**src/ppu_pkg.sv**
```systemverilog
package ppu_pkg;

    // nametable mirroring, CTRL bit 4
    typedef enum logic {
        HOR_MIRROR = 1'b0,
        VER_MIRROR = 1'b1
    } mirror_t;

    // base nametable, CTRL bits 3:2
    typedef enum logic [1:0] {
        TOP_L_TBL = 2'd0,
        TOP_R_TBL = 2'd1,
        BOT_L_TBL = 2'd2,
        BOT_R_TBL = 2'd3
    } name_tbl_t;

    // background pattern half, CTRL bit 1
    typedef enum logic {
        LEFT_TBL  = 1'b0,
        RIGHT_TBL = 1'b1
    } pattern_tbl_t;

    // register byte offsets on the AXI4-Lite slave
    localparam logic [4:0] REG_CTRL   = 5'h00;
    localparam logic [4:0] REG_SCROLL = 5'h04;
    localparam logic [4:0] REG_ADDR   = 5'h08;
    localparam logic [4:0] REG_DATA   = 5'h0C;

    localparam logic [10:0] ATTR_TBL_OFF = 11'h3C0; // attribute table inside a nametable

    localparam logic [13:0] CHR_TOP = 14'h2000; // pattern space ends here
    localparam logic [13:0] NT_BASE = 14'h2000; // nametable space starts here

    localparam int VISIBLE_ROWS = 240;
    localparam int VISIBLE_COLS = 256;

endpackage
```
**src/bg_pixel.sv**
```systemverilog
`timescale 1ns/1ps

module bg_pixel (
    input  logic                  clk,
    input  logic                  rst_n,
    // dot being drawn
    input  logic [8:0]            sl_row,
    input  logic [8:0]            sl_col,
    input  logic                  visible,
    // render setup
    input  ppu_pkg::pattern_tbl_t patt_tbl,
    input  ppu_pkg::name_tbl_t    name_tbl,
    input  ppu_pkg::mirror_t      mirroring,
    input  logic [7:0]            ppuscroll_x,
    input  logic [7:0]            ppuscroll_y,
    // vram, port 1 for tiles, port 2 for attributes
    output logic [10:0]           vram_addr1,
    output logic [10:0]           vram_addr2,
    // chr, low and high bitplane
    output logic [12:0]           chr_rom_addr1,
    output logic [12:0]           chr_rom_addr2,
    input  logic [7:0]            vram_data1,
    input  logic [7:0]            vram_data2,
    input  logic [7:0]            chr_rom_data1,
    input  logic [7:0]            chr_rom_data2,
    // registered pixel
    output logic [3:0]            bg_color_idx,
    output logic [8:0]            pix_row,
    output logic [8:0]            pix_col,
    output logic                  pix_valid
);
    import ppu_pkg::*;

    logic [9:0] row_sum;
    logic [8:0] col_sum;
    logic [7:0] row, col;
    logic       row_ovf, col_ovf;

    // scroll_y of 240 and up counts as a negative offset
    assign row_sum = {1'b0, sl_row} + {2'b00, ppuscroll_y};

    always_comb begin
        if (ppuscroll_y < VISIBLE_ROWS) begin
            row_ovf = (row_sum >= VISIBLE_ROWS);
            row     = row_ovf ? 8'(row_sum - VISIBLE_ROWS) : row_sum[7:0];
        end else begin
            row_ovf = (row_sum < 10'd256);  // dot still above the table edge
            row     = row_ovf ? 8'(row_sum - 10'd16) : row_sum[7:0];
        end
    end

    assign col_sum = sl_col + {1'b0, ppuscroll_x};
    assign col_ovf = col_sum[8];    // past column 255
    assign col     = col_sum[7:0];

    // nametable select, flips to the neighbour on overflow
    logic [10:0] nametbl_off;
    logic        tbl_sel;

    always_comb begin
        if (mirroring == VER_MIRROR)
            tbl_sel = name_tbl[0] ^ col_ovf;  // left and right differ
        else
            tbl_sel = name_tbl[1] ^ row_ovf;  // top and bottom differ
        nametbl_off = {tbl_sel, 10'd0};
    end

    logic [7:0] tile_idx;
    logic [7:0] attr_blk;

    assign vram_addr1 = nametbl_off + {1'b0, row[7:3], col[7:3]}; // 32 tiles per row
    assign tile_idx   = vram_data1;

    // one attribute byte per 32x32 block
    assign vram_addr2 = nametbl_off + ATTR_TBL_OFF + {5'd0, row[7:5], col[7:5]};
    assign attr_blk   = vram_data2;

    logic [1:0] pal_idx;

    always_comb begin
        case ({row[4], col[4]})
            2'b00:   pal_idx = attr_blk[1:0];  // top left
            2'b01:   pal_idx = attr_blk[3:2];
            2'b10:   pal_idx = attr_blk[5:4];
            default: pal_idx = attr_blk[7:6];  // bottom right
        endcase
    end

    // 16 bytes per tile, planes 8 apart
    assign chr_rom_addr1 = {patt_tbl == RIGHT_TBL, tile_idx, 1'b0, row[2:0]};
    assign chr_rom_addr2 = chr_rom_addr1 + 13'd8;

    logic [2:0] bit_idx;
    logic [1:0] color_idx;
    logic [3:0] pix_idx;

    assign bit_idx   = 3'd7 - col[2:0];   // msb is the leftmost dot
    assign color_idx = {chr_rom_data2[bit_idx], chr_rom_data1[bit_idx]};

    // color 0 of every palette shows the backdrop
    assign pix_idx = (color_idx == 2'b00) ? 4'h0 : {pal_idx, color_idx};

    always_ff @(posedge clk or negedge rst_n) begin
        if (!rst_n)
            pix_valid <= 1'b0;
        else
            pix_valid <= visible;
    end

    always_ff @(posedge clk) begin
        if (visible) begin
            bg_color_idx <= pix_idx;
            pix_row      <= sl_row;
            pix_col      <= sl_col;
        end
    end

endmodule

```
**config.mk**
```make
export PLATFORM = sky130hd
export DESIGN_NAME = bg_pixel
export DESIGN_NICKNAME = d
export VERILOG_FILES = /design/src/ppu_pkg.sv /design/src/bg_pixel.sv
export SDC_FILE = /design/constraint.sdc
export NUM_CORES = 1
export LEC_CHECK = 0
export ABC_AREA = 1
export BUFFER_PORTS_ARGS = -buffer_cell sky130_fd_sc_hd__clkbuf_2
export CAP_MARGIN = 20
export CORE_UTILIZATION = 42
export DETAILED_ROUTE_END_ITERATION = 12
export PLACE_DENSITY = 0.81
export SETUP_SLACK_MARGIN = 0.15
export SYNTH_ARGS = -nofsm -noshare
export SYNTH_HDL_FRONTEND = slang
export SYNTH_SLANG_ARGS = --single-unit
```
**constraint.sdc**
```tcl
create_clock -name clk -period 5.04 [get_ports clk]
set_input_delay 1.008 -clock clk [delete_from_list [all_inputs] [get_ports clk]]
set_output_delay 1.008 -clock clk [all_outputs]
set_load 0.05 [all_outputs]
```
## Word-level counts from Yosys, hierarchy flattened

Cells that the tools add are included.

- Register bits: 23
- Latch bits: 0
- Memory bits (writable): 0
- ROM bits: 0
- Input port bits: 73
- Output and inout port bits: 71
- Word-level logic and storage cells: 33
- Memories kept: 0

- Add/sub/neg operators: 9
- Multipliers: 0
- Div/mod/pow operators: 0
- $lt $le $gt $ge: 4
- Equal/unequal tests: 2
- Shifts and indexed selects: 0
- Mux-type cells: 10
- Bitwise operators: 2
- Reductions and logical operators: 2

Operators by type and width:

| operator | number |
|---|---|
| $mux W8 | 3 |
| $add A13 B4 Y13 const B | 1 |
| $add A11 B10 Y11 | 1 |
| $add A11 B10 Y11 const B | 1 |
| $add A11 B6 Y11 | 1 |
| $add A9 B8 Y10 | 1 |
| $ge A10 B8 Y1 const B | 1 |
| $lt A10 B9 Y1 const B | 1 |
| $add A9 B8 Y9 | 1 |
| $lt A8 B8 Y1 const B | 1 |
| $sub A8 B5 Y8 const B | 1 |
| $sub A8 B8 Y8 const B | 1 |
| $bmux W1 S3 | 2 |
| $pmux W2 S3 | 1 |
| $logic_not A2 Y1 | 2 |
| $lt A3 B4 Y1 const B | 1 |
| $mux W1 | 4 |
| $sub A3 B3 Y3 const A | 1 |
| $eq A2 B1 Y1 const B | 1 |
| $eq A2 B2 Y1 const B | 1 |
| $xor A1 B1 Y1 | 2 |

## Longest topological paths before layout

- Depth after elaboration: 7
- Depth in mapped cells: 17
- Gate-level depth less buffers: 17

## Worst setup path before layout

OpenSTA, ideal clock, no wires.

- Path kind: in2out
- Start point: input port sl_row[0]
- End point: output port vram_addr2[3]
- Arrival: 4.293 ns
- Data required time: 4.032 ns
- Path slack: -0.261 ns
- Stages on the path: 12
- Path buffers: 1
- Cell sequence: ha_1 -> fa_1 -> nand2_1 -> nand2_1 -> and2_1 -> xor2_1 -> ha_1 -> nand3_1 -> nand2_1 -> nor2_1 -> o31ai_1 -> buf_4

- Cells in the longest elaborated chain, start to end: 5
- Elaborated cells between the ends (all ways): 9
- Those cells by class: 4 x add/sub; 2 x order compare; 3 x mux

RTL lines:

| element | RTL line | RTL |
|---|---|---|
| from (decl) | bg_pixel.sv:7 | `input logic [8:0] sl_row,` |
| $add A9 B8 Y10 (*) | bg_pixel.sv:40 | `assign row_sum = {1'b0, sl_row} + {2'b00, ppuscroll_y};` |
| $sub A8 B5 Y8 (tied with other cells) | bg_pixel.sv:48 | `row = row_ovf ? 8'(row_sum - 10'd16) : row_sum[7:0];` |
| $mux W8, on equally long branches | bg_pixel.sv:48, bg_pixel.sv:45 |  |
| $mux W8 (*) | bg_pixel.sv:43 | `if (ppuscroll_y < VISIBLE_ROWS) begin` |
| $add A11 B6 Y11 (*) | bg_pixel.sv:75 | `assign vram_addr2 = nametbl_off + ATTR_TBL_OFF + {5'd0, row[7:5], col[7:5]};` |
| to (decl) | bg_pixel.sv:18 | `output logic [10:0] vram_addr2,` |

Every way passes the cells marked *; elsewhere a longest branch is shown, timed or not.

## Worst setup path after layout

- Start point: input port sl_row[0]
- End point: output port vram_addr1[9]

- Cells in the longest elaborated chain, start to end: 5
- Elaborated cells between the ends (all ways): 9
- Those cells by class: 4 x add/sub; 2 x order compare; 3 x mux

RTL lines:

| element | RTL line | RTL |
|---|---|---|
| $add A9 B8 Y10 (*) | bg_pixel.sv:40 |  |
| $sub A8 B5 Y8 (tied with other cells) | bg_pixel.sv:48 |  |
| $mux W8, on equally long branches | bg_pixel.sv:48, bg_pixel.sv:45 |  |
| $mux W8 (*) | bg_pixel.sv:43 |  |
| $add A11 B10 Y11 (*) | bg_pixel.sv:71 | `assign vram_addr1 = nametbl_off + {1'b0, row[7:3], col[7:3]};` |
| to (decl) | bg_pixel.sv:17 | `output logic [10:0] vram_addr1,` |

Marks and branches as above.

==> impl_metrics.env <==
export IMPL_path_common_cell="nand2_1"
export IMPL_vias=1928
export IMPL_wire_per_inst_um=11.2
export IMPL_clock_path_buffers=2
export IMPL_synth_cell_type_count=27
export IMPL_worst_path_buf_inv=2
export IMPL_gr_usage_all_layers=0.177
export IMPL_min_period_ns=4.48
export IMPL_whs_ns=0.510
export IMPL_remaining_drc_errors=0
export IMPL_numPortBuffers=110
export IMPL_worstMarginPinSlew_ns=0.585
export IMPL_path_cells="clkbuf_2 > ha_1 > fa_1 > nand2_1 > nand2_1 > and2_1 > xor2_1 > ha_1 > nand3_1 > nand2_1 > nand2_1 > o22ai_1 > xor2_2 > clkbuf_2"
export IMPL_yosysTopAreaCell="edfxtp_1"
export IMPL_p_int_uw=418
export IMPL_synthTopCellsByArea="edfxtp_1 32%, buf_4 13%, ha_1 11%"
export IMPL_placed_cells=406
export IMPL_ir_drop_mv=0.136
export IMPL_slew_headroom=0.610
export IMPL_clockRootBuffer="clkbuf_8"
export IMPL_drt_initial_drc_count=69
export IMPL_antenna_cells=0
export IMPL_dp_final_hpwl_um=4030
export IMPL_drive_gt1_frac=0.373
export IMPL_path_class="primary input to output port"
export IMPL_synth_top_area_frac=0.315
export IMPL_fmax_ghz=0.223
export IMPL_cts_tree="done"
export IMPL_rsz0062_at_grt="no"
export IMPL_cp_start_kind="primary input"
export IMPL_die_area_mm2=0.00528
export IMPL_setup_ws_ns=0.560
export IMPL_clock_sinks=23
export IMPL_hold_path_class="primary input to asynchronous set/reset pin"
export IMPL_worstPathArrival_ns=3.47
export IMPL_place_gp_congestion=0.902
export IMPL_postCtsHoldBufs=0
export IMPL_yosysSeqAreaShare=0.327
export IMPL_max_cap_viol_count=0
export IMPL_final_nets=437
export IMPL_syn_cell_area_mm2=0.00210
export IMPL_grt_max_degree=24
export IMPL_die_h_um=72.7
export IMPL_area_growth_pct=21.6
export IMPL_cts_resized=0
export IMPL_path_max_fanout=3
export IMPL_io_pins=144
export IMPL_outcome="complete, no violations"
export IMPL_ys_warn_count=0
export IMPL_setup_viol=0
export IMPL_die_w_um=72.7
export IMPL_postSynthAreaPerCell_um2=8.03
export IMPL_first_pass_iters=4
export IMPL_powerDensity_mw_per_mm2=341
export IMPL_antenna_found_initial=0
export IMPL_min_period_over_period=0.889
export IMPL_synth_seq_cells=23
export IMPL_design_core_area_mm2=0.00475
export IMPL_path_clk_slew_ns=0.08
export IMPL_p_leak_uw=0.00139
export IMPL_post_cts_setup_buffers=0
export IMPL_post_synth_inst_count=261
export IMPL_cts_htree_levels=1
export IMPL_p_sw_uw=451
export IMPL_tns_ns=0
export IMPL_power_frac_comb=0.595
export IMPL_crit_family="adder cells"
export IMPL_p_seq_frac=0.275
export IMPL_grt_first_pass_wirelength_um=7200
export IMPL_worst_path_max_delay_cell="fa_1"
export IMPL_p_sw_frac=0.519
export IMPL_end_kind="output port"
export IMPL_place_worst_setup_slack_ns=0.539
export IMPL_vias_per_cell=4.70
export IMPL_p_clk_frac=0.130
export IMPL_grt_pass1_vias=1779
export IMPL_ant_nets=0
export IMPL_initial_core_util=0.441
export IMPL_fp_row_count=25
export IMPL_grt_ovfl_total=0
export IMPL_numCtsBuffers=3
export IMPL_finalHoldViolCount=0
export IMPL_post_route_util=0.536
export IMPL_finalMaxSlewViolations=0
export IMPL_crit_required_ns=4.03
export IMPL_cpPeakStageDelay_ns=0.41
export IMPL_post_layout_nonfiller_instances=410
export IMPL_detail_route_wirelength_um=4590
## placed cells by master, fill, tap and decap left out, types with 2 or more instances in the layout
cell type,instances
nand2_2,4
nand2_1,49
or2_2,2
inv_1,27
ha_1,18
clkbuf_2,110
a21oi_1,10
xor2_1,10
conb_1,6
and2_1,3
nand4_1,3
o22ai_1,6
o21ai_0,12
nand3_1,20
xor2_2,2
edfxtp_1,22
nor2_1,23
clkbuf_8,3
fa_1,2
## per-layer routing
metal / vias to the layer above / track usage / routed length (µm)
met4: 0 / 0.0675 / 91
met5: - / 0 / 0
met3: 11 / 0.0235 / 306
li1: 984 / - / -
met2: 73 / 0.349 / 2400
met1: 860 / 0.187 / 1790
## state kept, by name, summed over array words and instances, names as in the netlist
register / cells
pix_row: 9
pix_col: 9
pix_valid: 1
bg_color_idx: 4
## logic make-up (layout without fill, tap and decap cells)
logic type / count (synthesis) / after routing / synth area share
XOR/XNOR: 13 / 13 / 0.0543
AND/OR/NAND/NOR: 108 / 108 / 0.229
other: 2 / 6 / 0.00358
adder cells (fa/ha/maj): 20 / 20 / 0.126
AO/OA/AOI/OAI: 31 / 31 / 0.0823
flip-flops: 23 / 23 / 0.327
buffers and inverters: 64 / 142 / 0.177
## path summary, 6_finish.rpt
check / startpoint / endpoint / slack (ns) / depth (start not counted)
max in group asynchronous: rst_n / pix_valid / 4.44 / 1
min in group clk: sl_col[3] / pix_col[3] / 0.94 / 1
min: rst_n / pix_valid / 0.51 / 1
max: sl_row[0] / vram_addr1[9] / 0.56 / 14
## cell usage after synthesis
| cell | instances |
|---|---|
| a21oi_1 | 10 |
| a21oi_2 | 1 |
| and2_1 | 3 |
| buf_4 | 35 |
| clkbuf_1 | 2 |
| conb_1 | 2 |
| dfrtp_1 | 1 |
| edfxtp_1 | 22 |
| fa_1 | 2 |
| ha_1 | 18 |
| inv_1 | 27 |
| nand2_1 | 49 |
| nand2_2 | 4 |
| nand3_1 | 20 |
| nand3_2 | 1 |
| nand3b_1 | 1 |
| nand4_1 | 3 |
| nor2_1 | 23 |
| nor2_4 | 1 |
| o21ai_0 | 12 |
| o21ai_2 | 1 |
| o22ai_1 | 6 |
| o31ai_1 | 1 |
| or2_1 | 1 |
| or2_2 | 2 |
| xnor2_1 | 1 |
| xor2_1 | 12 |
## through the flow
step | total power (µW) | instance area [µm²]
after floorplan | 711 | 2130
after global placement | 755 | 2500
after detailed placement | 763 | 2500
after CTS | 879 | 2550
after global routing | 924 | 2550
final | 869 | 2550
## area by class of cell
cell class	instances	area, µm²
repair buffers	111	558
well taps	67	83.8
inverters	27	101
clock buffers	3	41.3
clock inverters	1	5.00
fillers	491	2200
multi-input cells	178	1070
flip-flops and latches	23	686
## power groups by stage
stage	Combinational (µW)	Clock [µW]	Sequential (µW)
after global placement	512	0	243
final	517	113	239
after detailed placement	519	0	244
after global routing	559	124	242
after CTS	520	119	240
after floorplan	399	0	313
Note: power is estimated with default switching activity, not from simulation.
