**config.mk**
```make
export PLATFORM = sky130hd
export DESIGN_NAME = ppu_dot_timing
export DESIGN_NICKNAME = d
export VERILOG_FILES = /design/src/ppu_pkg.sv /design/src/ppu_dot_timing.sv
export SDC_FILE = /design/constraint.sdc
export NUM_CORES = 1
export LEC_CHECK = 0
export BUFFER_PORTS_ARGS = -buffer_cell sky130_fd_sc_hd__buf_2
export CAP_MARGIN = 20
export CORE_UTILIZATION = 46
export DETAILED_ROUTE_END_ITERATION = 8
export GPL_ROUTABILITY_DRIVEN = 0
export PLACE_DENSITY_LB_ADDON = 0.1
export SYNTH_ARGS = -nofsm -noshare
export SYNTH_HDL_FRONTEND = slang
export SYNTH_SLANG_ARGS = --single-unit
export TNS_END_PERCENT = 10
```
**constraint.sdc**
```tcl
create_clock -name clk -period 2.2 [get_ports clk]
set_input_delay 0.44 -clock clk [delete_from_list [all_inputs] [get_ports clk]]
set_output_delay 0.44 -clock clk [all_outputs]
set_load 0.02 [all_outputs]
```
**src/ppu_pkg.sv**
```systemverilog
package ppu_pkg;

    // nametable mirroring, CTRL bit 4
    typedef enum logic {
        HOR_MIRROR = 1'b0,
        VER_MIRROR = 1'b1
    } mirror_t;

    // base nametable, CTRL bits 3:2
    typedef enum logic [1:0] {
        TOP_L_TBL = 2'd0,
        TOP_R_TBL = 2'd1,
        BOT_L_TBL = 2'd2,
        BOT_R_TBL = 2'd3
    } name_tbl_t;

    // background pattern half, CTRL bit 1
    typedef enum logic {
        LEFT_TBL  = 1'b0,
        RIGHT_TBL = 1'b1
    } pattern_tbl_t;

    // register byte offsets on the AXI4-Lite slave
    localparam logic [4:0] REG_CTRL   = 5'h00;
    localparam logic [4:0] REG_SCROLL = 5'h04;
    localparam logic [4:0] REG_ADDR   = 5'h08;
    localparam logic [4:0] REG_DATA   = 5'h0C;

    localparam logic [10:0] ATTR_TBL_OFF = 11'h3C0; // attribute table inside a nametable

    localparam logic [13:0] CHR_TOP = 14'h2000; // pattern space ends here
    localparam logic [13:0] NT_BASE = 14'h2000; // nametable space starts here

    localparam int VISIBLE_ROWS = 240;
    localparam int VISIBLE_COLS = 256;

endpackage
```
**src/ppu_dot_timing.sv**
```systemverilog
`timescale 1ns/1ps

module ppu_dot_timing #(
    parameter int DOTS_PER_LINE   = 341,
    parameter int LINES_PER_FRAME = 262
) (
    input  logic       clk,
    input  logic       rst_n,
    input  logic       render_en,
    output logic [8:0] sl_row,
    output logic [8:0] sl_col,
    output logic       visible
);
    import ppu_pkg::*;

    logic last_col, last_row;

    assign last_col = (sl_col == 9'(DOTS_PER_LINE - 1));
    assign last_row = (sl_row == 9'(LINES_PER_FRAME - 1));

    always_ff @(posedge clk or negedge rst_n) begin
        if (!rst_n) begin
            sl_row <= '0;
            sl_col <= '0;
        end else if (!render_en) begin
            sl_row <= '0;  // parked at the frame start
            sl_col <= '0;
        end else if (last_col) begin
            sl_col <= '0;
            sl_row <= last_row ? 9'd0 : sl_row + 9'd1;
        end else begin
            sl_col <= sl_col + 9'd1;
        end
    end

    // no dots leave while rendering is off
    assign visible = render_en && (sl_row < VISIBLE_ROWS) && (sl_col < VISIBLE_COLS);

endmodule

```
After elaboration in Yosys (flattened, before gate mapping)
Cells that the tools add are included.
W data, S select, Z words.
{ "totals": {"register_bits": 18, "input_bits": 3, "elab_cells": 16, "output_inout_bits": 19} }
{ "op_classes": {"eq_ne": 3, "muxes": 5, "magnitude_cmp": 2, "reduce_logical": 2, "add_sub_neg": 2} }
{ "op_table": {"columns": ["operator", "count"], "rows": [
  ["$mux W9", 5],
  ["$add A9 B1 Y9 const B", 2],
  ["$eq A9 B9 Y1 const B", 2],
  ["$lt A9 B8 Y1 const B", 1],
  ["$lt A9 B9 Y1 const B", 1],
  ["$logic_and A1 B1 Y1", 2],
  ["$ne A2 B1 Y1 const B", 1]
]} }

Longest topological paths before layout
Gate-level depths: netlist of run 1.
{ "depth": {"word_depth": 4, "depth_mapped": 7, "mapped_depth_nobuf": 6} }

Worst setup path before layout of run 1
Ideal clock, no wire load.
{ "synth_timing": {"kind": "register -> register", "startpoint": "reg sl_col[3]", "endpoint": "reg sl_row[5]", "path_buffers": 1, "setup_slack_ps": 122, "required_time_ps": 2118, "stages_incl_launch_ff": 6, "period_less_slack_ps": 2078, "setup_ps": 82, "arrival_ps": 1996, "path_cell_list": "dfrtp_1 -> or4b_1 -> or2_0 -> clkbuf_2 -> or4b_1 -> a31oi_1"} }
{ "synth_via": {"elab_chain_cells": 2} }
{ "synth_rtl": {"columns": ["item", "line_no", "text"], "rows": [
  ["from (decl)", "ppu_dot_timing.sv:11", "output logic [8:0] sl_col,"],
  ["from (signal assigned)", "ppu_dot_timing.sv:32", "sl_col <= sl_col + 9'd1;"],
  ["$eq A9 B9 Y1", "ppu_dot_timing.sv:18", "assign last_col = (sl_col == 9'(DOTS_PER_LINE - 1));"],
  ["$ne A2 B1 Y1 (no source line)", null, null],
  ["to (signal assigned)", "ppu_dot_timing.sv:30", "sl_row <= last_row ? 9'd0 : sl_row + 9'd1;"],
  ["to (decl)", "ppu_dot_timing.sv:10", "output logic [8:0] sl_row,"]
]} }
No other way between the ends.
A chain may end at the register's enable or synchronous reset.

Worst setup path after layout of run 1
Ends and elaborated chain as after synthesis.

==> metrics.csv, run 1 <==
stage,metric,value,unit
timing,setup_viol,0,
outcome,outcome,"complete, no violations",
logic_synthesis,synth_area_per_cell,10.2,sq um
logic_synthesis,synth_commonest_cells,"dfrtp_1 (18), nor2_1 (9), nand2_1 (6), nand3_1 (6), xor2_1 (6)",
floorplanning,io_pins,22,
timing,hold_viol,0,
logic_synthesis,synthTopCellsByArea,"dfrtp_1 (48%), xor2_1 (5.6%), ha_1 (5.4%), nor2_1 (3.6%), nand4_1 (3.4%)",
floorplanning,dieArea,2210,sq um
route,vias_per_cell,5.40,
hold_path,min_path_type,in2async,
timing,drv_slew,0,
floorplanning,start_util,0.512,
logic_synthesis,synthAdderAreaFrac,0.0537,
route,via_count,761,
global_routing,antenna_found_initial,0,
clock_tree,ctsHtreeMaxLevel,1,
logic_synthesis,yosys.cell_count.top_type,dfrtp_1,
clock_tree,clkLatencyLatePin,0.29,ns
route,ant_nets,0,
critical_path,critical-path-max-stage-delay,0.53,ns
layout,area_growth,19.2,%
clock_tree,ctsResizeCount,0,
placement,hpwl,1.40,mm
logic_synthesis,yosys.area.top_type_share,0.483,
logic_synthesis,synth_area,932,sq um
critical_path,end_kind,flop,
logic_synthesis,synth_top_area_cell,dfrtp_1,
placement,dp_cells,137,
timing,timing.fmax,512,MHz
critical_path,start_kind,flop,
timing,tns,0,ns
critical_path,crit_required,2.42,ns
logic_synthesis,seq_area_frac_synth,0.483,
clock_tree,cts_tree,yes,
global_routing,grt_usage,0.207,
logic_synthesis,synth_ff_type,dfrtp_1,
route,wl_per_cell,14.2,um
critical_path,cp_common_cell,or4b_1,
logic_synthesis,synth-simple-area-share,0.240,
clock_tree,clkSinkCount,18,
placement,portBuffers,21,
route,dr.pass1.iters,4,
critical_path,path_cells,"or4b_1, or2_0, or4b_1, a31oi_1",
floorplanning,row_count,15,
flow_run,cap_viol_max_count,0,
layout,instances_no_fill,141,
clock_tree,post_cts_buffers,0,
logic_synthesis,ys_ff_latch,18,
timing,tightestPinTransition,0.405,ns
critical_path,arrival,2.18,ns
logic_synthesis,synth_xor_area_frac,0.0658,
logic_synthesis,synth_mux_area_frac,0.0107,
timing,fin_crit,1.95,ns
logic_synthesis,async_flop_share,1.00,
layout,nets,124,
global_routing,grt_max_degree,19,
clock_tree,ctsHoldBuffers,0,
logic_synthesis,synth_top_family_by_area,simple AND/OR/NAND/NOR gates,
global_routing,grt_pass1_wl,3.26,mm
timing,fin_skew,0.00883,ns
logic_synthesis,synthDistinctLibCells,29,
power_and_ir_drop,ir_drop,0.437,mV
route,postRouteWirelength,2.00,mm
power_and_ir_drop,p_leak,0.533,nW
critical_path,slowest_stage,or4b_1,
timing,max_slew_margin,0.726,
timing,rsz0062_at_grt,no,
clock_tree,cts-root-buf,clkbuf_4,
clock_tree,clkTransAtPathRegs,0.11,ns
logic_synthesis,synth_nets,98,
critical_path,crit_path_max_fanout,6,
layout,drive_above_1_share,0.267,
logic_synthesis,yosysWarnings,0,
logic_synthesis,synth_compound_area_frac,0.121,
global_routing,grt.overflow.total,0,
logic_synthesis,postSynthCellCount,91,
floorplanning,die_width,47.0,um
route,drc,0,
clock_tree,clockBufferDepth,2,
route,drt-initial-drc-count,7,
power_and_ir_drop,cellPowerDensity,582,nW/um^2
layout,antenna_cells,0,
layout,n_fill_cell,169,
timing,min_period_over_period,0.887,
global_routing,grt_pass1_vias,691,
floorplanning,fp.dieH,47.0,um
critical_path,critPathKind,reg2reg,
floorplanning,core-area,1820,sq um
clock_tree,numCtsBuffers,3,
logic_synthesis,synth_edf_count,0,
## area by class of cell
cell class / count / area (sq um) / area share
multi-input combinational: 67 / 458 / 0.412
sequential: 18 / 450 / 0.405
timing repair buffer: 23 / 120 / 0.108
clock buffer: 4 / 36.3 / 0.0327
tap: 25 / 31.3 / 0.0282
inverter: 4 / 15.0 / 0.0135
## stage by stage
stage	total power (W)	util	cell area [sq um]	setup slack [ns]	hold WS, ns
floorplan	0.000414	-	932	0.122	0.144
global placement	0.000448	0.590	1070	0.295	0.389
detailed placement	0.000449	0.590	1070	0.260	0.389
CTS	0.000653	0.610	1110	0.249	0.0609
global route	0.000682	0.610	1110	0.0672	0.0700
finish	0.000647	0.610	1110	0.248	0.0527
## final timing paths
| path | from | endpoint | slack, ns | cells past startpoint |
|---|---|---|---|---|
| min in group clk | render_en | sl_row[6] | 0.48 | 3 |
| hold / removal | rst_n | sl_row[4] | 0.05 | 1 |
| setup reg to reg | sl_col[3] | sl_row[5] | 0.25 | 4 |
| setup / recovery | sl_col[3] | sl_row[5] | 0.25 | 4 |
| max in group asynchronous | rst_n | sl_col[8] | 1.86 | 1 |
| hold reg to reg | sl_row[7] | sl_row[7] | 0.56 | 1 |
## registers in the layout, summed over array words and instances (netlist names)
signal,count
sl_col,9
sl_row,9
## cell usage in the layout (no fill, tap or decap), drive strengths merged, types with 2 or more instances in the layout
| cell type | synthesis | routed |
|---|---|---|
| and3 | 2 | 2 |
| and4 | 2 | 2 |
| buf | 0 | 23 |
| clkbuf | 2 | 4 |
| dfrtp | 18 | 18 |
| ha | 4 | 4 |
| inv | 4 | 4 |
| nand2 | 6 | 6 |
| nand3 | 6 | 6 |
| nand4 | 5 | 5 |
| nor2 | 9 | 9 |
| nor4b | 2 | 2 |
| o211ai | 4 | 4 |
| o21ai | 3 | 3 |
| o2bb2ai | 2 | 2 |
| o31ai | 4 | 4 |
| or2 | 2 | 2 |
| or4b | 2 | 2 |
| xor2 | 6 | 6 |
## per-layer routing
| layer | wire [um] | up-vias | track usage |
|---|---|---|---|
| met4 | 15 | 0 | 0.0514 |
| met1 | 1040 | 364 | 0.310 |
| li1 | - | 385 | - |
| met5 | 0 | - | 0 |
| met2 | 892 | 10 | 0.311 |
| met3 | 50 | 2 | 0.0346 |
## worst max-delay path: cells and delay by family, from the launching register on
kind	cells	cell delay (ns)
AO/OA/AOI/OAI	1	0.16
AND/OR/NAND/NOR	3	1.28
flip-flops	1	0.45
## where the power goes
group	switching (W)	internal (W)	total [W]
clock network	0.000105	0.000101	0.000205
registers	0.0000206	0.000343	0.000363
logic	0.0000496	0.0000285	0.0000782
## kinds of logic (layout without fill, tap and decap cells)
| logic type | count (synthesis) | count (layout) |
|---|---|---|
| simple gates | 39 | 39 |
| flops | 18 | 18 |
| compound gates | 16 | 16 |
| xor+xnor | 7 | 7 |
| buf+inv | 6 | 31 |
| fa+ha+maj | 4 | 4 |
| mux | 1 | 1 |
Power figures use the tool's default switching activity.
==> run 2, diff against run 1 <==
--- a/config.mk
+++ b/config.mk
@@ -5,8 +5,8 @@
 export SDC_FILE = /design/constraint.sdc
 export NUM_CORES = 1
 export LEC_CHECK = 0
+export ABC_CLOCK_PERIOD_IN_PS = 1600
 export BUFFER_PORTS_ARGS = -buffer_cell sky130_fd_sc_hd__buf_2
-export CAP_MARGIN = 20
 export CORE_UTILIZATION = 46
 export DETAILED_ROUTE_END_ITERATION = 8
 export GPL_ROUTABILITY_DRIVEN = 0
==> constraint.sdc (replaced) <==
create_clock -name clk -period 1.6 [get_ports clk]
set_input_delay 0.32 -clock clk [delete_from_list [all_inputs] [get_ports clk]]
set_output_delay 0.32 -clock clk [all_outputs]
set_load 0.02 [all_outputs]
==> metrics.csv, run 2 (synthesis results as in run 1) <==
stage,metric,value,unit
outcome,outcome,"complete, but fails checks",
outcome,violations,setup timing,
floorplanning,io_pins,22,
global_routing,antenna_found_initial,0,
floorplanning,dieArea,2210,sq um
critical_path,crit_path_max_fanout,2,
floorplanning,row_count,15,
timing,drv_slew,0,
layout,drive_above_1_share,0.339,
route,postRouteWirelength,2.23,mm
layout,instances_no_fill,152,
placement,hpwl,1.59,mm
critical_path,critPathKind,reg2reg,
clock_tree,numCtsBuffers,3,
critical_path,critical-path-max-stage-delay,0.54,ns
layout,reg.largest.list,"sl_col (9), sl_row (9)",
route,drt-initial-drc-count,16,
layout,fin_util,0.657,
global_routing,grt_max_degree,19,
route,vias_per_cell,5.63,
power_and_ir_drop,cellPowerDensity,735,nW/um^2
layout,postLayoutCellArea,1200,sq um
power_and_ir_drop,p_total,0.000879,W
timing,timing.fmax,530,MHz
layout,area_growth,28.3,%
route,via_count,855,
critical_path,crit_required,1.83,ns
timing,tightestPinTransition,0.472,ns
timing,min_period_over_period,1.18,
critical_path,arrival,2.12,ns
clock_tree,clkSinkCount,18,
route,dr.pass1.iters,4,
flow_run,cap_viol_max_count,0,
floorplanning,die_width,47.0,um
layout,nets,135,
floorplanning,core-area,1820,sq um
layout,antenna_cells,0,
critical_path,end_kind,flop,
critical_path,start_kind,flop,
route,wl_per_cell,14.7,um
clock_tree,clkLatencyLatePin,0.30,ns
timing,max_slew_margin,0.681,
timing,rsz0062_at_grt,yes,
route,ant_nets,0,
timing,fin_skew,0.00118,ns
timing,setup_viol,11,
clock_tree,clkTransAtPathRegs,0.11,ns
critical_path,path_cells,"or4b_4, or2_1, or4b_1, a31oi_1",
timing,fin_crit,1.89,ns
clock_tree,ctsHtreeMaxLevel,1,
route,drc,0,
hold_path,min_path_type,in2reg,
layout,final_cell_mix,"buf_2 (21), dfrtp_1 (16), buf_4 (12)",
clock_tree,clockBufferDepth,2,
placement,pre_cts_slack,-0.256,ns
global_routing,grt.overflow.total,0,
timing,setup_ws,-0.287,ns
global_routing,grt_pass1_wl,3.42,mm
critical_path,slowest_stage,or4b_4,
placement,dp_cells,147,
placement,placed_cell_area,1150,sq um
timing,hold_viol,0,
power_and_ir_drop,p_leak,0.583,nW
power_and_ir_drop,ir_drop,0.495,mV
floorplanning,fp.dieH,47.0,um
floorplanning,start_util,0.512,
placement,portBuffers,21,
clock_tree,cts_tree,yes,
global_routing,grt_pass1_vias,735,
clock_tree,cts-root-buf,clkbuf_4,
layout,final_common_cell,buf_2,
global_routing,grt_usage,0.231,
-- run 2: worst paths after layout --
check	slack [ns]	startpoint	endpoint	cells after the start
max	-0.29	sl_col[3]	sl_row[5]	4
min	0.34	render_en	sl_col[1]	2
max reg2reg	-0.29	sl_col[3]	sl_row[5]	4
min reg2reg	0.57	sl_row[3]	sl_row[3]	1
max in group asynchronous	0.81	rst_n	sl_col[3]	2
min in group asynchronous	0.48	rst_n	sl_row[6]	2
-- run 2: where the power goes --
part	internal (W)	total [W]	switching, W	leakage [nW]
Sequential	0.000471	0.000488	0.0000166	0.243
Clock	0.0000973	0.000250	0.000153	0.0150
Combinational	0.0000560	0.000141	0.0000848	0.325
Total	0.000625	0.000879	0.000254	0.583
-- run 2: area by class of cell --
| cell class | count | area, sq um |
|---|---|---|
| Multi-Input combinational cell | 67 | 465 |
| Timing Repair Buffer | 34 | 205 |
| Inverter | 4 | 15.0 |
| Fill cell | 170 | 624 |
| Sequential cell | 18 | 453 |
| Clock buffer | 4 | 26.3 |
| Tap cell | 25 | 31.3 |
-- run 2: through the flow --
| stage | setup TNS [ns] | hold slack (ns) |
|---|---|---|
| after detailed placement | -1.06 | 0.269 |
| final | -1.37 | 0.343 |
| after global placement | -0.764 | 0.269 |
| after floorplan | -3.47 | 0.0244 |
| after CTS | -1.38 | 0.346 |
| after global routing | -2.80 | 0.350 |
-- run 2: what timing repair did --
action	CTS	global route
hold endpoints to repair	18	0
gates cloned	0	0
resized for setup	1	2
setup buffers	0	0
pin swaps	1	0
hold buffers	1	0
setup endpoints to repair	11	19
-- run 2: routing by layer --
metal,GRT usage,wire length (um)
met4,0.103,36
met5,0,0
met3,0.0462,91
met1,0.344,1070
met2,0.325,1030
-- run 2: worst max-delay path, delay by kind of cell (launching register included) --
family / cells / cell delay, ns
flip-flops: 1 / 0.42
AND/OR/NAND/NOR: 3 / 1.24
AO/OA/AOI/OAI: 1 / 0.15
