File: src/ppu_pkg.sv
package ppu_pkg;

    // nametable mirroring, CTRL bit 4
    typedef enum logic {
        HOR_MIRROR = 1'b0,
        VER_MIRROR = 1'b1
    } mirror_t;

    // base nametable, CTRL bits 3:2
    typedef enum logic [1:0] {
        TOP_L_TBL = 2'd0,
        TOP_R_TBL = 2'd1,
        BOT_L_TBL = 2'd2,
        BOT_R_TBL = 2'd3
    } name_tbl_t;

    // background pattern half, CTRL bit 1
    typedef enum logic {
        LEFT_TBL  = 1'b0,
        RIGHT_TBL = 1'b1
    } pattern_tbl_t;

    // register byte offsets on the AXI4-Lite slave
    localparam logic [4:0] REG_CTRL   = 5'h00;
    localparam logic [4:0] REG_SCROLL = 5'h04;
    localparam logic [4:0] REG_ADDR   = 5'h08;
    localparam logic [4:0] REG_DATA   = 5'h0C;

    localparam logic [10:0] ATTR_TBL_OFF = 11'h3C0; // attribute table inside a nametable

    localparam logic [13:0] CHR_TOP = 14'h2000; // pattern space ends here
    localparam logic [13:0] NT_BASE = 14'h2000; // nametable space starts here

    localparam int VISIBLE_ROWS = 240;
    localparam int VISIBLE_COLS = 256;

endpackage
File: src/ppu_axil_regs.sv
`timescale 1ns/1ps

module ppu_axil_regs (
    input  logic                      clk,
    input  logic                      rst_n,
    // write address and data
    input  logic [4:0]                awaddr,
    input  logic                      awvalid,
    output logic                      awready,
    input  logic [31:0]               wdata,
    input  logic [3:0]                wstrb,
    input  logic                      wvalid,
    output logic                      wready,
    // write response
    output logic [1:0]                bresp,
    output logic                      bvalid,
    input  logic                      bready,
    // read address and data
    input  logic [4:0]                araddr,
    input  logic                      arvalid,
    output logic                      arready,
    output logic [31:0]               rdata,
    output logic [1:0]                rresp,
    output logic                      rvalid,
    input  logic                      rready,
    // register fields
    output logic                      render_en,
    output ppu_pkg::pattern_tbl_t     patt_tbl,
    output ppu_pkg::name_tbl_t        name_tbl,
    output ppu_pkg::mirror_t          mirroring,
    output logic [7:0]                scroll_x,
    output logic [7:0]                scroll_y,
    // memory write strobes
    output logic                      vram_we,
    output logic                      chr_we,
    output logic [12:0]               mem_addr,
    output logic [7:0]                mem_wdata
);
    import ppu_pkg::*;

    localparam logic [1:0] RESP_OKAY   = 2'b00;
    localparam logic [1:0] RESP_SLVERR = 2'b10;

    logic [4:0]  ctrl_q;
    logic [13:0] addr_q;   // PPU address, auto-increments on DATA
    logic        idle;
    logic        wr_hs, rd_hs;
    logic        wr_mapped, rd_mapped;
    logic        data_wr;
    logic [31:0] rd_word;

    assign render_en = ctrl_q[0];
    assign patt_tbl  = pattern_tbl_t'(ctrl_q[1]);
    assign name_tbl  = name_tbl_t'(ctrl_q[3:2]);
    assign mirroring = mirror_t'(ctrl_q[4]);

    // one transaction at a time, nothing new while a response waits
    assign idle  = !awready && !arready && !bvalid && !rvalid;
    assign wr_hs = awready && awvalid && wvalid;
    assign rd_hs = arready && arvalid;

    assign wr_mapped = awaddr inside {REG_CTRL, REG_SCROLL, REG_ADDR, REG_DATA};
    assign rd_mapped = araddr inside {REG_CTRL, REG_SCROLL, REG_ADDR, REG_DATA};
    assign data_wr   = wr_hs && (awaddr == REG_DATA) && wstrb[0];

    always_comb begin
        case (araddr)
            REG_CTRL:   rd_word = {27'd0, ctrl_q};
            REG_SCROLL: rd_word = {16'd0, scroll_y, scroll_x};
            REG_ADDR:   rd_word = {18'd0, addr_q};
            default:    rd_word = 32'd0; // DATA reads as zero
        endcase
    end

    // handshake and response flags
    always_ff @(posedge clk or negedge rst_n) begin
        if (!rst_n) begin
            awready <= 1'b0;
            wready  <= 1'b0;
            arready <= 1'b0;
            bvalid  <= 1'b0;
            rvalid  <= 1'b0;
        end else begin
            if (idle && awvalid && wvalid) begin
                awready <= 1'b1;
                wready  <= 1'b1;
            end else if (idle && arvalid) begin
                arready <= 1'b1;
            end
            if (wr_hs) begin
                awready <= 1'b0;
                wready  <= 1'b0;
                bvalid  <= 1'b1;
            end else if (bvalid && bready) begin
                bvalid <= 1'b0;
            end
            if (rd_hs) begin
                arready <= 1'b0;
                rvalid  <= 1'b1;
            end else if (rvalid && rready) begin
                rvalid <= 1'b0;
            end
        end
    end

    // response payload
    always_ff @(posedge clk) begin
        if (wr_hs)
            bresp <= wr_mapped ? RESP_OKAY : RESP_SLVERR;
        if (rd_hs) begin
            rdata <= rd_word;
            rresp <= rd_mapped ? RESP_OKAY : RESP_SLVERR;
        end
    end

    // register file
    always_ff @(posedge clk or negedge rst_n) begin
        if (!rst_n) begin
            ctrl_q   <= '0;
            scroll_x <= '0;
            scroll_y <= '0;
            addr_q   <= '0;
        end else if (wr_hs) begin
            case (awaddr)
                REG_CTRL: begin
                    if (wstrb[0]) ctrl_q <= wdata[4:0];
                end
                REG_SCROLL: begin
                    if (wstrb[0]) scroll_x <= wdata[7:0];
                    if (wstrb[1]) scroll_y <= wdata[15:8];
                end
                REG_ADDR: begin
                    if (wstrb[0]) addr_q[7:0]  <= wdata[7:0];
                    if (wstrb[1]) addr_q[13:8] <= wdata[13:8];
                end
                REG_DATA: begin
                    if (wstrb[0]) addr_q <= addr_q + 14'd1; // advances even when dropped
                end
                default: ;
            endcase
        end
    end

    // memory strobes last one cycle
    always_ff @(posedge clk or negedge rst_n) begin
        if (!rst_n) begin
            vram_we <= 1'b0;
            chr_we  <= 1'b0;
        end else begin
            chr_we  <= data_wr && !render_en && (addr_q < CHR_TOP);
            vram_we <= data_wr && !render_en && (addr_q >= NT_BASE);
        end
    end

    always_ff @(posedge clk) begin
        if (data_wr) begin
            mem_addr  <= addr_q[12:0];
            mem_wdata <= wdata[7:0];
        end
    end

endmodule

File: config.mk
export PLATFORM = sky130hd
export DESIGN_NAME = ppu_axil_regs
export DESIGN_NICKNAME = d
export VERILOG_FILES = /design/src/ppu_pkg.sv /design/src/ppu_axil_regs.sv
export SDC_FILE = /design/constraint.sdc
export NUM_CORES = 1
export LEC_CHECK = 0
export BUFFER_PORTS_ARGS = -buffer_cell sky130_fd_sc_hd__buf_2
export CORE_MARGIN = 2
export CORE_UTILIZATION = 44
export CTS_BUF_LIST = sky130_fd_sc_hd__clkbuf_16
export CTS_CLUSTER_SIZE = 30
export DETAILED_ROUTE_END_ITERATION = 16
export HOLD_SLACK_MARGIN = 0.1
export MAX_ROUTING_LAYER = met4
export PLACE_DENSITY = 0.76
export SYNTH_ARGS = -nofsm -noshare
export SYNTH_HDL_FRONTEND = slang
export SYNTH_SLANG_ARGS = --single-unit
File: constraint.sdc
create_clock -name clk -period 1.9 [get_ports clk]
set_input_delay 0.19 -clock clk [delete_from_list [all_inputs] [get_ports clk]]
set_output_delay 0.19 -clock clk [all_outputs]
set_load 0.01 [all_outputs]
---- Word-level counts from Yosys, hierarchy flattened ----
Index checks and enable logic that the tools add are counted.
cells by class
  add/subtract/negate cells ............... 1
  multiplexer cells ....................... 16
  reductions and logical operators ........ 36
  divide/modulo/power cells ............... 0
  magnitude comparators ................... 2
  multiply operators ...................... 0
  equal/unequal tests ..................... 10
  bitwise logic cells ..................... 0
  shift operators ......................... 0
operators by type and width
  cell                                                 count
  one-hot mux 16 bit (3 select lines)                  1
  one-hot mux 14 bit (2 select lines)                  1
  equality test 5 x 4 -> 1 bit, second input constant  4
  logical AND 1 bit                                    16
  adder 14 x 1 -> 14 bit, second input constant        1
  >= comparator 14 bit, second input constant          1
  < comparator 14 bit, second input constant           1
  two-way mux 14 bit                                   1
  equality test 5 x 3 -> 1 bit, second input constant  2
  logical NOT 5 bit                                    2
  nonzero test 2 bit                                   5
  two-way mux 1 bit                                    9
  AND reduction 3 bit                                  3
  two-way mux 8 bit                                    1
  inequality test 2 bit, second input constant         4
  AND reduction 4 bit                                  2
  nonzero test 4 bit                                   2
  two-way mux 6 bit                                    1
  logical NOT 1 bit                                    5
  two-way mux 2 bit                                    2
  AND reduction 2 bit                                  1
word-level totals
  input port bits ......................... 53
  bits in read-only memories .............. 0
  latch bits .............................. 0
  RAM bits ................................ 0
  memories ................................ 0
  register bits ........................... 98

---- Logic depth before layout (Yosys ltp) ----
Gate-level depths: netlist of the first run.
  depth in word-level cells ............... 8
  depth in mapped cells ................... 6
  gate-level depth less buffers ........... 5

---- Worst setup path after synthesis of the first run ----
No wires, ideal clock.
  path kind ............................... reg-to-reg
  start point ............................. register, netlist name wready
  end point ............................... register mem_addr[0] (enable)
  setup slack ............................. -0.022 ns
  path buffers ............................ 1
  cell stages (with the launch flop) ...... 7
  clock period less this slack ............ 1.922 ns
  arrival ................................. 1.546 ns
  data required time ...................... 1.524 ns
  cells stage by stage .................... dfrtp_1 > nand3_1 > inv_1 > and4_1 > buf_2 > nand2_1 > inv_1
RTL lines
  item                  RTL line              text
  end signal, assigned  ppu_axil_regs.sv:157  mem_addr <= addr_q[12:0];
  end, declared         ppu_axil_regs.sv:36   output logic [12:0] mem_addr,

---- Worst setup path in the final report of the first run ----
  start point ............................. register addr_q[1]
  end point ............................... register addr_q[6]
between the ends
  word-level cells in the longest chain between the ends .. 3
RTL lines
  item                                 RTL line              text
  start, declared                      ppu_axil_regs.sv:45   logic [13:0] addr_q;
  start signal, assigned               ppu_axil_regs.sv:133  if (wstrb[0]) addr_q[7:0] <= wdata[7:0];
  start signal, assigned               ppu_axil_regs.sv:137  if (wstrb[0]) addr_q <= addr_q + 14'd1;
  adder 14 x 1 -> 14 bit               ppu_axil_regs.sv:137
  two-way mux 14 bit                   ppu_axil_regs.sv:137
  one-hot mux 14 bit (2 select lines)  ppu_axil_regs.sv:124  case (awaddr)
Every way passes these cells. The select of a mux whose other input is x is not followed.
A chain may end at the register's enable or synchronous reset.

==> results of run 1 <==
[kinds of logic after synthesis]
family | Yosys count
flops | 80
mux | 27
other cells | 1
buf+inv | 45
fa+ha+maj | 2
simple gates | 79
compound gates | 58
[critical path: cells and delay by family (launching register included)]
family,cells,cell delay [ns]
fa+ha+maj,1,0.26
flops,1,0.50
compound gates,2,0.38
simple gates,2,0.41
[layer usage]
layer	track usage, %	up-vias	wire (um)
met1	25.9	1273	3450
li1	-	1288	-
met3	3.43	7	704
met5	-	-	0
met4	8.45	0	63
met2	29.0	118	3810
[stage by stage]
| step | instance area, sq um | cells | power [W] | setup slack [ns] | utilization (%) |
|---|---|---|---|---|---|
| detailed placement | 4180 | 489 | 0.00278 | 0.168 | 53.5 |
| floorplan | 3660 | 309 | 0.00253 | 0.109 | - |
| finish | 4580 | 517 | 0.00441 | 0.230 | 58.7 |
| global placement | 4180 | 489 | 0.00276 | 0.209 | 53.5 |
| global route | 4580 | 517 | 0.00461 | 0.107 | 58.7 |
| CTS | 4570 | 516 | 0.00444 | 0.201 | 58.6 |
[power by group through the flow]
| stage | Sequential (W) | Clock (W) | Combinational [W] |
|---|---|---|---|
| after floorplan | 0.00224 | 0 | 0.000292 |
| after global placement | 0.00221 | 0 | 0.000550 |
| after detailed placement | 0.00221 | 0 | 0.000566 |
| after CTS | 0.00218 | 0.00167 | 0.000586 |
| after global routing | 0.00221 | 0.00176 | 0.000646 |
| final | 0.00218 | 0.00165 | 0.000578 |
[how the worst max path moves through the flow]
stage | depth (start not counted) | from | slack, ns | endpoint
3_3_place_gp | 7 | awaddr[1] | 0.21 | mem_wdata[6]
5_1_grt | 5 | wready | 0.11 | scroll_y[1]
6_report | 5 | addr_q[1] | 0.23 | addr_q[6]
3_5_place_dp | 7 | awaddr[1] | 0.17 | mem_wdata[1]
4_1_cts | 5 | wready | 0.20 | scroll_y[1]
2_1_floorplan | 6 | wready | 0.11 | mem_addr[0]
[layout make-up]
cell class,instances,area (sq um)
Clock buffer,9,225
Clock inverter,7,62.6
Fill cell,623,3220
Inverter,12,48.8
Multi-Input combinational cell,184,1210
Sequential cell,80,2200
Tap cell,102,128
Timing Repair Buffer,123,713
[placed cells by master (no fill, tap or decap), types with 2 or more instances in the layout]
master	count
inv_1	10
mux2i_1	5
ha_1	2
mux2_2	21
clkbuf_16	9
clkinv_2	4
a2bb2oi_1	8
dlygate4sd3_1	12
a21oi_1	20
nand2_1	11
a22oi_1	10
and3_1	4
buf_2	101
and4_2	3
nor2b_1	2
and4_1	4
o21ai_0	5
edfxtp_1	39
buf_4	9
conb_1	18
nor3_1	3
o22ai_1	8
dfrtp_1	41
o22a_1	4
nor2_1	20
nand3_1	14
nand4_1	8
and2_1	3
[state kept, by name, summed over array words and instances, names as in the netlist, 5 cells and up]
signal	flops
rdata	16
scroll_y	8
addr_q	14
ctrl_q	5
mem_wdata	8
mem_addr	13
scroll_x	8
==> results.py, run 1 <==
metrics = {
    "cells_and_area": {
        "insertedDiodeCount": 0,
        "syn2layout_area_growth_pct": 27.5,
        "nets": 465,
        "drive_above_1_share_pct": 37.3,
    },
    "sta": {
        "max_freq_ghz": 0.599,
        "timing.hold.ws_ns": 0.109,
        "min_period_over_period_pct": 87.9,
        "setup_viol": 0,
        "worstMarginPinSlew_ns": 1.05,
        "setup_tns_ns": 0,
        "rsz0062_at_grt": "false",
        "min_period_ns": 1.67,
        "relSlewSlack_pct": 29.7,
        "hold_violations": 0,
        "fin_worst_skew_ns": 0.00814,
        "drv_slew": 0,
    },
    "logic_synthesis": {
        "synth_area_leaders": "edfxtp_1 33%, dfrtp_1 29%, mux2_2 6.6%, buf_4 4.2%, a21oi_1 2.8%",
        "yosysTopAreaCell": "edfxtp_1",
        "yosys.area_share.adder_pct": 0.696,
        "synthDistinctLibCells": 39,
        "synth_xor_area_share_pct": 0,
        "synthFlopType": "dfrtp_1",
        "yosysTopAreaCellShare_pct": 32.6,
        "async_flop_share_pct": 51.2,
        "muxShareOfSynthArea_pct": 8.28,
        "synth.yosys.seq_area_share_pct": 61.1,
        "synth_top_family_by_area": "simple AND/OR/NAND/NOR gates",
        "synth_compound_area_share_pct": 10.5,
        "synth_most_common_cell": "dfrtp_1",
        "syn_avg_cell_area_sq_um": 12.3,
        "syn_area_sq_um": 3590,
        "synthSimpleGateAreaFrac_pct": 12.3,
        "ys_seq_elements": 80,
        "synth_cells": 292,
        "synth_enable_flop_cells": 39,
        "synthTopCellsByCount": "41 x dfrtp_1, 39 x edfxtp_1, 21 x mux2_2",
        "ys_warn_count": 0,
    },
    "clocking": {
        "hold_buffers": 11,
        "cts-root-buf": "clkbuf_16",
        "cts_resized": 0,
        "clk_pin_slew_ns": 0.06,
        "cts_tree": "done",
        "numCtsBuffers": 9,
        "post_cts_buffers": 0,
        "cts_buffer_depth": 2,
        "clock_sinks": 80,
        "h-tree-depth": 3,
        "clk_latency_ns": 0.33,
    },
    "global_routing": {
        "first_global_vias": 2559,
        "grt_usage_pct": 19.3,
        "grt_antenna_before_repair": 0,
        "grt_pass1_wl_mm": 12.6,
        "grt_overflow_total": 0,
        "grt_max_degree": 42,
    },
    "hold_path": {
        "hold_end": "scroll_y[7]",
        "hold_depth": 2,
        "worstHoldStart": "wdata[15]",
        "hold_class": "input pin to flop",
    },
    "critical_path": {
        "cp-end-kind": "flop",
        "critical_path_class": "flop to flop",
        "r2r_slack_ns": 0.23,
        "r2r-end": "addr_q[6]",
        "required_ns": 2.11,
        "r2r_cells": 5,
        "cpMostUsedCell": "o22a_1",
        "crit_fanout": 8,
        "crit_chain": "ha_1, and4_2, nand2_1, o22a_1, o22a_1",
        "reg2reg_from": "addr_q[1]",
        "worst_ep_arrival_time_ns": 1.88,
        "crit_path_start_kind": "flop",
        "cp_slowest_cell": "dfrtp_1",
        "cp_slowest_stage_delay_ns": 0.50,
    },
    "detailed_routing": {
        "vias": 2686,
        "wirelength_mm": 8.02,
        "drt-initial-drc-count": 228,
        "wl_per_cell_um": 15.5,
        "ant_nets": 0,
        "avgViaCountPerCell": 5.20,
        "drc": 0,
        "drtPass1Iterations": 4,
    },
    "floorplanning": {
        "start_util_pct": 46.0,
        "pin_count": 138,
        "die_y_um": 94.4,
        "floorplan.die_area_sq_um": 8910,
        "core_area_sq_um": 7810,
        "num_rows": 32,
        "die_w_um": 94.4,
    },
    "outcome": {
        "outcome": "completed",
    },
    "power": {
        "ir_drop_mv": 0.410,
        "internal_power_w": 0.00328,
        "p_clk_share_pct": 37.3,
        "combPwrFrac_pct": 13.1,
        "p_leak_nw": 2.10,
        "switching_share_pct": 25.6,
        "switchingPower_w": 0.00113,
        "seq_power_share_pct": 49.5,
        "powerDensity_nw_per_um2": 962,
    },
    "placed_design": {
        "place_hpwl_mm": 5.66,
        "io_buffers": 101,
        "place_congestion": 0.905,
    },
    "job": {
        "maxCapViolCount": 0,
    },
}
(Power assumes the default switching activity.)
==> inputs of run 2 (changes only) <==
--- a/config.mk
+++ b/config.mk
@@ -13,7 +13,7 @@
 export DETAILED_ROUTE_END_ITERATION = 16
 export HOLD_SLACK_MARGIN = 0.1
 export MAX_ROUTING_LAYER = met4
-export PLACE_DENSITY = 0.76
+export PLACE_DENSITY = 0.73
 export SYNTH_ARGS = -nofsm -noshare
 export SYNTH_HDL_FRONTEND = slang
 export SYNTH_SLANG_ARGS = --single-unit
==> results.py, run 2 (synthesis gave the netlist of run 1 again) <==
metrics = {
    "outcome": {
        "outcome": "completed",
    },
    "sta": {
        "rsz0062_at_grt": "false",
        "relSlewSlack_pct": 46.9,
        "drv_slew": 0,
        "hold_violations": 0,
        "setup_tns_ns": 0,
        "timing.hold.ws_ns": 0.106,
        "min_period_ns": 1.71,
        "fin_worst_skew_ns": 0.00484,
        "max_freq_ghz": 0.586,
        "setup_viol": 0,
        "worstMarginPinSlew_ns": 0.794,
        "min_period_over_period_pct": 89.8,
    },
    "placed_design": {
        "io_buffers": 101,
        "place_congestion": 0.864,
        "place_hpwl_mm": 5.79,
    },
    "floorplanning": {
        "die_w_um": 94.4,
        "floorplan.die_area_sq_um": 8910,
        "num_rows": 32,
        "start_util_pct": 46.0,
        "die_y_um": 94.4,
        "core_area_sq_um": 7810,
        "pin_count": 138,
    },
    "critical_path": {
        "cp-end-kind": "flop",
        "r2r_cells": 4,
        "crit_fanout": 6,
        "crit_path_start_kind": "flop",
        "worst_ep_arrival_time_ns": 1.92,
        "critical_path_class": "flop to flop",
        "reg2reg_from": "wready",
        "critPathLaunch": "wready",
        "required_ns": 2.11,
    },
    "detailed_routing": {
        "drt-initial-drc-count": 136,
        "wirelength_mm": 8.07,
        "drtPass1Iterations": 5,
        "wl_per_cell_um": 15.5,
        "avgViaCountPerCell": 5.12,
        "vias": 2663,
        "drc": 0,
        "ant_nets": 0,
    },
    "cells_and_area": {
        "largest_register": "rdata",
        "num-fill-cells": 672,
        "final_cell_mix": "101 x buf_2, 41 x dfrtp_1, 39 x edfxtp_1",
        "largestRegisters": "rdata (16), addr_q (14), mem_addr (13)",
        "syn2layout_area_growth_pct": 28.8,
        "largest_reg_flops": 16,
        "insertedDiodeCount": 0,
        "nets": 468,
        "final_common_cell": "buf_2",
        "multiInputGateArea_sq_um": 1210,
        "drive_above_1_share_pct": 37.8,
        "seqCellArea_sq_um": 2200,
    },
    "global_routing": {
        "grt_usage_pct": 18.9,
        "first_global_vias": 2458,
        "grt_pass1_wl_mm": 12.4,
        "grt_antenna_before_repair": 0,
        "grt_max_degree": 23,
        "grt_overflow_total": 0,
    },
    "hold_path": {
        "worstHoldStart": "wdata[15]",
        "hold_class": "input pin to flop",
        "hold_depth": 2,
    },
    "power": {
        "switchingPower_w": 0.00113,
        "seq_power_share_pct": 48.0,
        "p_clk_share_pct": 39.1,
        "powerDensity_nw_per_um2": 984,
        "ir_drop_mv": 0.521,
        "power_w": 0.00456,
        "internal_power_w": 0.00342,
        "switching_share_pct": 24.9,
        "p_leak_nw": 2.13,
        "combPwrFrac_pct": 12.9,
    },
    "clocking": {
        "cts_resized": 0,
        "numCtsBuffers": 9,
        "clk_pin_slew_ns": 0.06,
        "cts-root-buf": "clkbuf_16",
        "post_cts_buffers": 0,
        "clock_sinks": 80,
        "cts_buffer_depth": 2,
        "h-tree-depth": 3,
        "cts_tree": "done",
        "clk_latency_ns": 0.33,
    },
    "job": {
        "maxCapViolCount": 0,
    },
}
==> run 2: final timing paths <==
| kind | slack (ns) | to |
|---|---|---|
| max in group asynchronous | 0.95 | addr_q[11] |
| worst max-delay path | 0.19 | ctrl_q[2] |
| worst min-delay path | 0.11 | scroll_y[7] |
| worst min register to register | 0.52 | scroll_y[3] |
| min in group asynchronous | 0.38 | scroll_x[1] |
| worst max register to register | 0.19 | ctrl_q[2] |
==> run 2: area by class of cell <==
cell class	count	share of cell area, %
clock buffer	9	4.86
clock inverter	7	1.89
inverter	12	1.05
multi-input combinational	184	26.1
sequential	80	47.4
tap	102	2.76
timing repair buffer	126	15.9
==> run 2: per-layer routing <==
layer,wire length (um),GRT usage (%),vias to the layer above
met2,3760,28.7,112
met5,0,-,-
met3,591,5.11,4
met4,46,4.23,0
li1,-,-,1292
met1,3680,25.9,1255
==> run 2: per-stage QoR <==
stage	std cells	area (sq um)	setup slack (ns)	util [%]
4_1_cts	519	4620	0.184	59.2
5_1_grt	520	4630	0.106	59.3
6_report	520	4630	0.194	59.3
3_3_place_gp	492	4200	0.218	53.8
3_5_place_dp	492	4200	0.194	53.8
2_1_floorplan	309	3660	0.109	-
==> run 2: critical path: stages, from the launching register on <==
cell,delay (ns)
dfrtp_1,0.41
nand3_1,0.16
nor3_2,0.26
and3b_1,0.38
mux2_2,0.38
==> run 2: what timing repair did <==
| action | 4_1_cts | 5_1_grt |
|---|---|---|
| hold buffers | 11 | 1 |
| setup endpoints to repair | 0 | 0 |
| hold endpoints to repair | 30 | 1 |
==> run 2: power groups by stage <==
stage / Clock (W) / Combinational [W] / Sequential, W
2_1_floorplan: 0 / 0.000292 / 0.00224
3_3_place_gp: 0 / 0.000557 / 0.00221
3_5_place_dp: 0 / 0.000571 / 0.00222
4_1_cts: 0.00181 / 0.000591 / 0.00218
5_1_grt: 0.00190 / 0.000644 / 0.00222
6_report: 0.00178 / 0.000586 / 0.00219
